`config.mk`:
```
export PLATFORM = sky130hd
export DESIGN_NAME = dma_cfg_top
export DESIGN_NICKNAME = d
export VERILOG_FILES = /design/src/dma_cfg_pkg.sv /design/src/dma_boot_seq.sv /design/src/dma_host_access.sv /design/src/dma_lite_merge.sv /design/src/dma_cfg_top.sv
export SDC_FILE = /design/constraint.sdc
export NUM_CORES = 1
export LEC_CHECK = 0
export ABC_AREA = 1
export BUFFER_PORTS_ARGS = -buffer_cell sky130_fd_sc_hd__buf_2
export CORE_MARGIN = 1.5
export CORE_UTILIZATION = 48
export DETAILED_ROUTE_END_ITERATION = 8
export PLACE_DENSITY_LB_ADDON = 0.08
export RECOVER_POWER = 25
export SYNTH_ARGS = -nofsm -noshare
export SYNTH_HDL_FRONTEND = slang
export SYNTH_HIERARCHICAL = 1
export SYNTH_SLANG_ARGS = --single-unit
```
`constraint.sdc`:
```
create_clock -name pcie_clk -period 2.35 [get_ports pcie_clk]
set_input_delay 0.47 -clock pcie_clk [delete_from_list [all_inputs] [get_ports pcie_clk]]
set_output_delay 0.47 -clock pcie_clk [all_outputs]
set_load 0.02 [all_outputs]
```
`src/dma_cfg_pkg.sv`:
```
`default_nettype none

package dma_cfg_pkg;

  //////////////////////////////////////////////////////////////////////
  // widths and register map
  //////////////////////////////////////////////////////////////////////

  localparam int lite_addr_w = 32;  // axi-lite address
  localparam int lite_data_w = 32;  // axi-lite data

  localparam int dma_chan_n = 4;  // h2c/c2h channel pairs in the engine
  localparam int boot_steps = 8;  // one run-bit write per channel and direction

  localparam logic [7:0] ctrl_offset = 8'h04;  // channel control reg
  localparam logic [lite_data_w-1:0] run_bit = 32'h0000_0001;

  localparam logic [3:0] dir_h2c = 4'd0;
  localparam logic [3:0] dir_c2h = 4'd1;

  localparam logic [1:0] resp_okay = 2'b00;

  // boot sequencer states, one-hot
  localparam logic [3:0] boot_st_idle = 4'b0001;
  localparam logic [3:0] boot_st_addr = 4'b0010;
  localparam logic [3:0] boot_st_data = 4'b0100;
  localparam logic [3:0] boot_st_done = 4'b1000;

  //////////////////////////////////////////////////////////////////////
  // register address, raw word or decoded fields
  //////////////////////////////////////////////////////////////////////

  typedef struct packed {
    logic [15:0] rsvd;    // upper half unused by the engine
    logic [3:0]  dir;     // 0 = h2c, 1 = c2h
    logic [3:0]  chan;    // channel index
    logic [7:0]  offset;  // reg offset within the channel block
  } dma_reg_fld_t;

  typedef union packed {
    logic [lite_addr_w-1:0] raw;
    dma_reg_fld_t           fld;
  } dma_reg_addr_u;

  //////////////////////////////////////////////////////////////////////
  // axi-lite channel bundles
  //////////////////////////////////////////////////////////////////////

  // master -> target, write side
  typedef struct packed {
    logic                   awvalid;
    dma_reg_addr_u          awaddr;
    logic                   wvalid;
    logic [lite_data_w-1:0] wdata;
  } lite_wr_req_t;

  // master -> target, read address
  typedef struct packed {
    logic          arvalid;
    dma_reg_addr_u araddr;
  } lite_rd_req_t;

  // target -> master, everything coming back
  typedef struct packed {
    logic                   awready;
    logic                   wready;
    logic                   bvalid;
    logic [1:0]             bresp;
    logic                   arready;
    logic                   rvalid;
    logic [lite_data_w-1:0] rdata;
    logic [1:0]             rresp;
  } lite_rsp_t;

  // host command bits, rising edge = one access
  typedef struct packed {
    logic wr;
    logic rd;
  } host_cmd_t;

endpackage

`default_nettype wire

```
`src/dma_boot_seq.sv`:
```
`timescale 1ns/10ps
`default_nettype none

module dma_boot_seq (
  input  wire                      pcie_clk,
  input  wire                      pcie_aresetn,
  input  wire dma_cfg_pkg::lite_rsp_t rsp,
  output dma_cfg_pkg::lite_wr_req_t   boot_wr,
  output logic                     boot_done
);

  logic [3:0] state;  // one-hot
  logic [$clog2(dma_cfg_pkg::boot_steps)-1:0] step;  // which run bit is being written
  dma_cfg_pkg::dma_reg_addr_u boot_addr;

  logic aw_hs;
  logic w_hs;
  logic last_step;

  //////////////////////////////////////////////////////////////////////
  // handshakes
  //////////////////////////////////////////////////////////////////////

  assign aw_hs = state[1] & rsp.awready;  // ADDR drives awvalid
  assign w_hs  = state[2] & rsp.wready;   // DATA drives wvalid
  assign last_step = (step == dma_cfg_pkg::boot_steps - 1);

  //////////////////////////////////////////////////////////////////////
  // address of the current step
  //////////////////////////////////////////////////////////////////////

  // step k -> channel (k/2+1) mod 4, so channel 0 comes last
  always_comb begin
    boot_addr.raw        = '0;
    boot_addr.fld.offset = dma_cfg_pkg::ctrl_offset;
    boot_addr.fld.chan   = 4'(((int'(step) >> 1) + 1) % dma_cfg_pkg::dma_chan_n);
    boot_addr.fld.dir    = step[0] ? dma_cfg_pkg::dir_c2h : dma_cfg_pkg::dir_h2c;
  end

  //////////////////////////////////////////////////////////////////////
  // state machine
  //////////////////////////////////////////////////////////////////////

  always_ff @(posedge pcie_clk) begin
    if (!pcie_aresetn) begin
      state <= dma_cfg_pkg::boot_st_idle;
      step  <= '0;
    end else begin
      case (state)
        dma_cfg_pkg::boot_st_idle: begin
          state <= dma_cfg_pkg::boot_st_addr;  // one idle cycle per step
        end
        dma_cfg_pkg::boot_st_addr: begin
          if (aw_hs) begin
            state <= dma_cfg_pkg::boot_st_data;  // wvalid the cycle after
          end
        end
        dma_cfg_pkg::boot_st_data: begin
          if (w_hs) begin
            step <= step + 1'b1;
            // jump straight to done so boot_done follows the last w beat
            if (last_step) begin
              state <= dma_cfg_pkg::boot_st_done;
            end else begin
              state <= dma_cfg_pkg::boot_st_idle;
            end
          end
        end
        dma_cfg_pkg::boot_st_done: begin
          state <= dma_cfg_pkg::boot_st_done;  // park here until reset
        end
        default: begin
          state <= dma_cfg_pkg::boot_st_idle;  // bad one-hot, restart
          step  <= '0;
        end
      endcase
    end
  end

  //////////////////////////////////////////////////////////////////////
  // outputs
  //////////////////////////////////////////////////////////////////////

  assign boot_wr.awvalid = state[1];
  assign boot_wr.awaddr  = boot_addr;
  assign boot_wr.wvalid  = state[2];
  assign boot_wr.wdata   = dma_cfg_pkg::run_bit;  // every control write starts the channel

  assign boot_done = state[3];

endmodule

`default_nettype wire

```
`src/dma_host_access.sv`:
```
`timescale 1ns/10ps
`default_nettype none

module dma_host_access (
  input  wire                        pcie_clk,
  input  wire                        pcie_aresetn,
  input  wire dma_cfg_pkg::host_cmd_t host_cmd,
  input  wire [31:0]                 host_awaddr,
  input  wire [31:0]                 host_wdata,
  input  wire [31:0]                 host_araddr,
  input  wire                        boot_done,
  input  wire dma_cfg_pkg::lite_rsp_t rsp,
  output dma_cfg_pkg::lite_wr_req_t  host_wr,
  output dma_cfg_pkg::lite_rd_req_t  host_rd
);

  dma_cfg_pkg::host_cmd_t cmd_r;   // first sample
  dma_cfg_pkg::host_cmd_t cmd_rr;  // previous sample, for edges

  logic wr_rise;
  logic rd_rise;

  logic aw_pend;  // write address waiting for handshake
  logic w_pend;   // write data waiting for handshake
  logic ar_pend;  // read address waiting for handshake

  logic [31:0] wr_addr_q;
  logic [31:0] wr_data_q;
  logic [31:0] rd_addr_q;

  logic aw_hs;
  logic w_hs;
  logic ar_hs;

  //////////////////////////////////////////////////////////////////////
  // command edge detect
  //////////////////////////////////////////////////////////////////////

  always_ff @(posedge pcie_clk) begin
    if (!pcie_aresetn) begin
      cmd_r  <= '0;
      cmd_rr <= '0;
    end else begin
      cmd_r  <= host_cmd;
      cmd_rr <= cmd_r;
    end
  end

  assign wr_rise = cmd_r.wr & ~cmd_rr.wr;
  assign rd_rise = cmd_r.rd & ~cmd_rr.rd;

  //////////////////////////////////////////////////////////////////////
  // write path, aw then w
  //////////////////////////////////////////////////////////////////////

  assign aw_hs = host_wr.awvalid & rsp.awready;
  assign w_hs  = host_wr.wvalid & rsp.wready;

  always_ff @(posedge pcie_clk) begin
    if (!pcie_aresetn) begin
      aw_pend <= 1'b0;
      w_pend  <= 1'b0;
    end else begin
      if (wr_rise && !aw_pend && !w_pend) begin
        aw_pend <= 1'b1;  // edge while busy is dropped
      end else if (aw_hs) begin
        aw_pend <= 1'b0;
      end
      if (aw_hs) begin
        w_pend <= 1'b1;  // data one cycle behind the address
      end else if (w_hs) begin
        w_pend <= 1'b0;
      end
    end
  end

  // capture host values at the edge, held under back-pressure
  always_ff @(posedge pcie_clk) begin
    if (wr_rise && !aw_pend && !w_pend) begin
      wr_addr_q <= host_awaddr;
      wr_data_q <= host_wdata;
    end
  end

  assign host_wr.awvalid    = aw_pend & boot_done;  // sequencer owns the bus during boot
  assign host_wr.awaddr.raw = wr_addr_q;
  assign host_wr.wvalid     = w_pend;
  assign host_wr.wdata      = wr_data_q;

  //////////////////////////////////////////////////////////////////////
  // read path
  //////////////////////////////////////////////////////////////////////

  assign ar_hs = host_rd.arvalid & rsp.arready;

  always_ff @(posedge pcie_clk) begin
    if (!pcie_aresetn) begin
      ar_pend <= 1'b0;
    end else if (rd_rise && !ar_pend) begin
      ar_pend <= 1'b1;  // reads allowed during boot too
    end else if (ar_hs) begin
      ar_pend <= 1'b0;
    end
  end

  always_ff @(posedge pcie_clk) begin
    if (rd_rise && !ar_pend) begin
      rd_addr_q <= host_araddr;
    end
  end

  assign host_rd.arvalid    = ar_pend;
  assign host_rd.araddr.raw = rd_addr_q;

endmodule

`default_nettype wire

```
`src/dma_lite_merge.sv`:
```
`timescale 1ns/10ps
`default_nettype none

module dma_lite_merge (
  input  wire                          pcie_clk,
  input  wire                          pcie_aresetn,
  input  wire                          boot_done,
  input  wire dma_cfg_pkg::lite_wr_req_t boot_wr,
  input  wire dma_cfg_pkg::lite_wr_req_t host_wr,
  input  wire dma_cfg_pkg::lite_rd_req_t host_rd,
  input  wire dma_cfg_pkg::lite_rsp_t    rsp,
  output dma_cfg_pkg::lite_wr_req_t    wr_req,
  output dma_cfg_pkg::lite_rd_req_t    rd_req,
  output logic                         bready,
  output logic                         rready,
  output logic [31:0]                  rd_data,
  output logic                         rd_done,
  output logic                         resp_error
);

  logic rsp_rdy;  // response channels always accepted once running
  logic b_hs;
  logic r_hs;
  logic b_bad;
  logic r_bad;

  //////////////////////////////////////////////////////////////////////
  // request side
  //////////////////////////////////////////////////////////////////////

  // write channels switch owner once, when boot finishes
  assign wr_req = boot_done ? host_wr : boot_wr;
  assign rd_req = host_rd;  // host only reader

  always_ff @(posedge pcie_clk) begin
    if (!pcie_aresetn) begin
      rsp_rdy <= 1'b0;
    end else begin
      rsp_rdy <= 1'b1;
    end
  end

  assign bready = rsp_rdy;
  assign rready = rsp_rdy;

  //////////////////////////////////////////////////////////////////////
  // response side
  //////////////////////////////////////////////////////////////////////

  assign b_hs  = rsp.bvalid & bready;
  assign r_hs  = rsp.rvalid & rready;
  assign b_bad = b_hs & (rsp.bresp != dma_cfg_pkg::resp_okay);
  assign r_bad = r_hs & (rsp.rresp != dma_cfg_pkg::resp_okay);

  // read data word, updated only by a completed read
  always_ff @(posedge pcie_clk) begin
    if (r_hs) begin
      rd_data <= rsp.rdata;
    end
  end

  always_ff @(posedge pcie_clk) begin
    if (!pcie_aresetn) begin
      rd_done    <= 1'b0;
      resp_error <= 1'b0;
    end else begin
      rd_done <= r_hs;  // one-cycle pulse alongside new rd_data
      if (b_bad || r_bad) begin
        resp_error <= 1'b1;  // sticky until reset
      end
    end
  end

endmodule

`default_nettype wire

```
`src/dma_cfg_top.sv`:
```
`timescale 1ns/10ps
`default_nettype none

module dma_cfg_top (
  input  wire                          pcie_clk,
  input  wire                          pcie_aresetn,
  // axi-lite master toward the engine
  output dma_cfg_pkg::lite_wr_req_t    wr_req,
  output dma_cfg_pkg::lite_rd_req_t    rd_req,
  output wire                          bready,
  output wire                          rready,
  input  wire dma_cfg_pkg::lite_rsp_t    rsp,
  // host side
  input  wire dma_cfg_pkg::host_cmd_t    host_cmd,
  input  wire [31:0]                   host_awaddr,
  input  wire [31:0]                   host_wdata,
  input  wire [31:0]                   host_araddr,
  output wire                          boot_done,
  output wire [31:0]                   rd_data,
  output wire                          rd_done,
  output wire                          resp_error
);

  wire dma_cfg_pkg::lite_wr_req_t boot_wr;  // sequencer writes
  wire dma_cfg_pkg::lite_wr_req_t host_wr;  // host writes
  wire dma_cfg_pkg::lite_rd_req_t host_rd;  // host reads

  //////////////////////////////////////////////////////////////////////
  // request sources, side by side
  //////////////////////////////////////////////////////////////////////

  dma_boot_seq u_boot_seq (
    .pcie_clk     (pcie_clk),
    .pcie_aresetn (pcie_aresetn),
    .rsp          (rsp),
    .boot_wr      (boot_wr),
    .boot_done    (boot_done)
  );

  dma_host_access u_host_access (
    .pcie_clk     (pcie_clk),
    .pcie_aresetn (pcie_aresetn),
    .host_cmd     (host_cmd),
    .host_awaddr  (host_awaddr),
    .host_wdata   (host_wdata),
    .host_araddr  (host_araddr),
    .boot_done    (boot_done),   // holds host writes back
    .rsp          (rsp),
    .host_wr      (host_wr),
    .host_rd      (host_rd)
  );

  //////////////////////////////////////////////////////////////////////
  // merge onto the single axi-lite port
  //////////////////////////////////////////////////////////////////////

  dma_lite_merge u_lite_merge (
    .pcie_clk     (pcie_clk),
    .pcie_aresetn (pcie_aresetn),
    .boot_done    (boot_done),
    .boot_wr      (boot_wr),
    .host_wr      (host_wr),
    .host_rd      (host_rd),
    .rsp          (rsp),
    .wr_req       (wr_req),
    .rd_req       (rd_req),
    .bready       (bready),
    .rready       (rready),
    .rd_data      (rd_data),
    .rd_done      (rd_done),
    .resp_error   (resp_error)
  );

endmodule

`default_nettype wire

```
==> results by group <==
Clocking
  • Setup Fix Bufs, Post-CTS: 0
  • Clock Path Buffers: 2
  • Post-CTS Resized: 0
  • CTS Buf Count: 17
  • Clk sink count: ~150
  • Clk_lat worst skew: about 0.4 ns
  • TritonCTS clock tree: built
  • Clock Pin Slew Worst Setup and Hold Paths: 0.06 ns
  • H-tree lvl count: 4
  • Hold-fix buffers, CTS: 0
  • Clock Tree Root: clkbuf_16

Floorplan
  • Die Y: roughly 120 um
  • Core area: ~0.013 mm^2
  • Die W: roughly 120 um
  • Initial Util: 49.8%
  • Placement Rows: 41
  • Boundary Pins: roughly 280
  • Full die area: 0.0140 mm^2

Pwr
  • Sw Share: between 20% and 30%
  • Internal Dissipation: slightly above 5 mW
  • Comb pwr share: about a tenth
  • PwrDens: 818 mW/mm^2
  • Sequential Power Share: between 40 and 50%
  • Peak supply drop: 568 uV
  • Leakage: roughly 3.7 nW
  • Power share of the clock group: roughly 44%
  • Sw power: roughly 1.5 mW

Global route
  • Number of global-route vias before repair: between 3000 and 4000
  • Initial antenna violation count: 0
  • Total track usage: a little under a fifth
  • Met3 Usage GRT: between 7 and 8%
  • First-pass GRT wire length: between 15 and 20 mm
  • Top Usage Layer GRT: met2
  • GR Util met2: between 30 and 40%
  • Pin count of the biggest net entering global routing: 35
  • Met1 usage: 18.7%
  • Total gr overflow: 0

Synthesis
  • Syn_area_per_cell: roughly 15 um^2
  • Mapped Area: 0.00636 mm^2
  • Yosys warning count: 6
  • Post-Syn Instances: 421
  • FF+latch count, synth: between 100 and 150
  • Netlist cell types: 24
  • Post-synthesis sequential area ratio: 65.7%

STA
  • Post-route worst setup slack: between 0.15 and 0.2 ns
  • Min cycle time layout: between 2 and 2.5 ns
  • Hold Vio Cnt, Final: 0
  • Max Slew Vio Count: 0
  • Fmax: around 460 MHz
  • Worst slew pin tran: about 0.56 ns
  • Hold Worst Slack: approximately 0.23 ns
  • Setup TNS: 0 ns
  • Period utilisation layout: between 90% and 100%
  • Slew headroom: 62.4%
  • Final setup viols: 0
  • Worst Clk Skew: ~0.0069 ns
  • RSZ-0062 raised after global routing: false

Setup path
  • Kind of critical path: reg2out
  • WP data required: ~1.9 ns
  • Crit end category: output pin
  • Worst-path fanout max: 14
  • Critical Path AT: ~1.7 ns
  • Startpoint types: flop
  • Worst r2r src: u_host_access/cmd_r[1]
  • Crit path launch: u_boot_seq/state[3]

Finish
  • Filler Cells Inserted: between 1000 and 1500
  • Multi-input logic area: between 0.001 and 0.0015 mm^2
  • Storage cell area: 0.00419 mm^2
  • ANT cells: 0
  • Commonest non-fill, non-tap cell in the layout: buf_2
  • Area Overhead vs Synth: 27.7%
  • Share of post-route cells with drive strength above 1: 57.1%
  • Final nets: 818
  • Most frequent cells in the layout: buf_2, edfxtp_1, conb_1

Route
  • Antenna Nets Post-Route: 0
  • DRC viols: 0
  • Vias: about 3700
  • DR vias/cell: roughly 4.3
  • Routed wire per std cell: around 14 um
  • Starting DRT DRC Count: between 150 and 200
  • Total Wirelength: roughly 12 mm
  • DRT Pass-1 Iters: 4

Hold path
  • Worst hold start: host_araddr[11]
  • Worst hold path class: in2reg

Flow run
  • Max-cap violations: 0

Place
  • Setup WS pre-CTS: roughly 0.6 ns
  • DP HPWL: just over 9 mm
  • Port Buffers: about 280
  • GP Congestion: approximately 0.8

Outcome
  • Status: finished clean
## kinds of logic (layout without fill, tap and decap cells)
kind of cell,Yosys count,in the layout,share of synthesized area [%]
xor gates and xnor gates,1,1,0.138
AOI/OAI and AO/OA,6,6,0.590
other,2,61,0.118
muxes,66,66,14.0
buffers and inverters,140,348,14.8
and+or+nand+nor,59,59,4.19
DFF,145,145,65.7
adders and majority gates,2,2,0.393
## metal layers
metal | up-vias | part of all wire [%]
met4 | 0 | 2.2
met5 | - | 0
li1 | 1809 | -
met1 | 1717 | 35
met3 | 19 | 8.5
met2 | 171 | 54
## state kept, by name, summed over array words and instances (netlist names), 2 cells and up
| register | count |
|---|---|
| u_host_access/cmd_rr | 2 |
| u_host_access/rd_addr_q | 32 |
| u_boot_seq/state | 4 |
| u_host_access/wr_addr_q | 32 |
| u_lite_merge/rd_data | 32 |
| u_host_access/cmd_r | 2 |
| u_boot_seq/step | 3 |
| u_host_access/wr_data_q | 32 |
## path summary, 6_finish.rpt
path	end	slack [ns]	cells past startpoint
hold reg to reg	u_host_access/cmd_rr[1]	0.43	2
setup / recovery	wr_req[0]	0.15	3
hold / removal	u_host_access/rd_addr_q[11]	0.23	1
setup reg to reg	u_host_access/wr_data_q[18]	0.78	5
## final cells by class
cell class                      instances  share of cell area (%)
Sequential cell                       145                    51.5
Timing Repair Buffer                  283                    18.3
Multi-Input combinational cell        195                    18.0
Clock buffer                           17                    5.23
Clock inverter                         15                    2.83
Tap cell                              172                    2.65
Inverter                               33                    1.52
## synthesized netlist by cell type
master / number / area, um^2
nand3b_1: 1 / 7.51
a21oi_2: 1 / 8.76
nand2_2: 1 / 6.26
conb_1: 2 / 7.51
ha_1: 2 / 25.0
nand2_1: 25 / 93.8
mux2_4: 40 / 601
a21oi_1: 3 / 15.0
a31oi_1: 1 / 6.26
nor2_2: 5 / 31.3
nand4_2: 1 / 12.5
buf_4: 100 / 751
mux2_2: 26 / 293
buf_6: 5 / 56.3
nand4_1: 3 / 18.8
xor2_1: 1 / 8.76
buf_2: 2 / 10.0
nand3_1: 8 / 40.0
o21a_1: 1 / 7.51
dfxtp_1: 17 / 340
edfxtp_1: 128 / 3840
nor2_1: 15 / 56.3
inv_2: 2 / 7.51
inv_1: 31 / 116
## through the flow
step                instance area (um^2)  total power [mW]  std cells  util [%]
floorplan                           6590              3.58        480         -
global placement                    7470              3.74        828      58.5
detailed placement                  7470              3.76        828      58.5
CTS                                 8130              6.72        860      63.6
global route                        8130              6.89        860      63.6
finish                              8130              6.65        860      63.6
## critical path: stages (launching register included)
cell	delay, ns
dfxtp_4	0.51
buf_4	0.29
mux2_2	0.35
buf_2	0.16
## power groups by stage
stage / Sequential, mW / Combinational, mW / Clock [mW]
2_1_floorplan: 3.08 / 0.496 / 0
3_3_place_gp: 3.05 / 0.694 / 0
3_5_place_dp: 3.06 / 0.705 / 0
4_1_cts: 3.00 / 0.707 / 3.01
5_1_grt: 3.01 / 0.764 / 3.11
6_report: 3.00 / 0.700 / 2.95
Note: power is estimated with default switching activity, not from simulation.
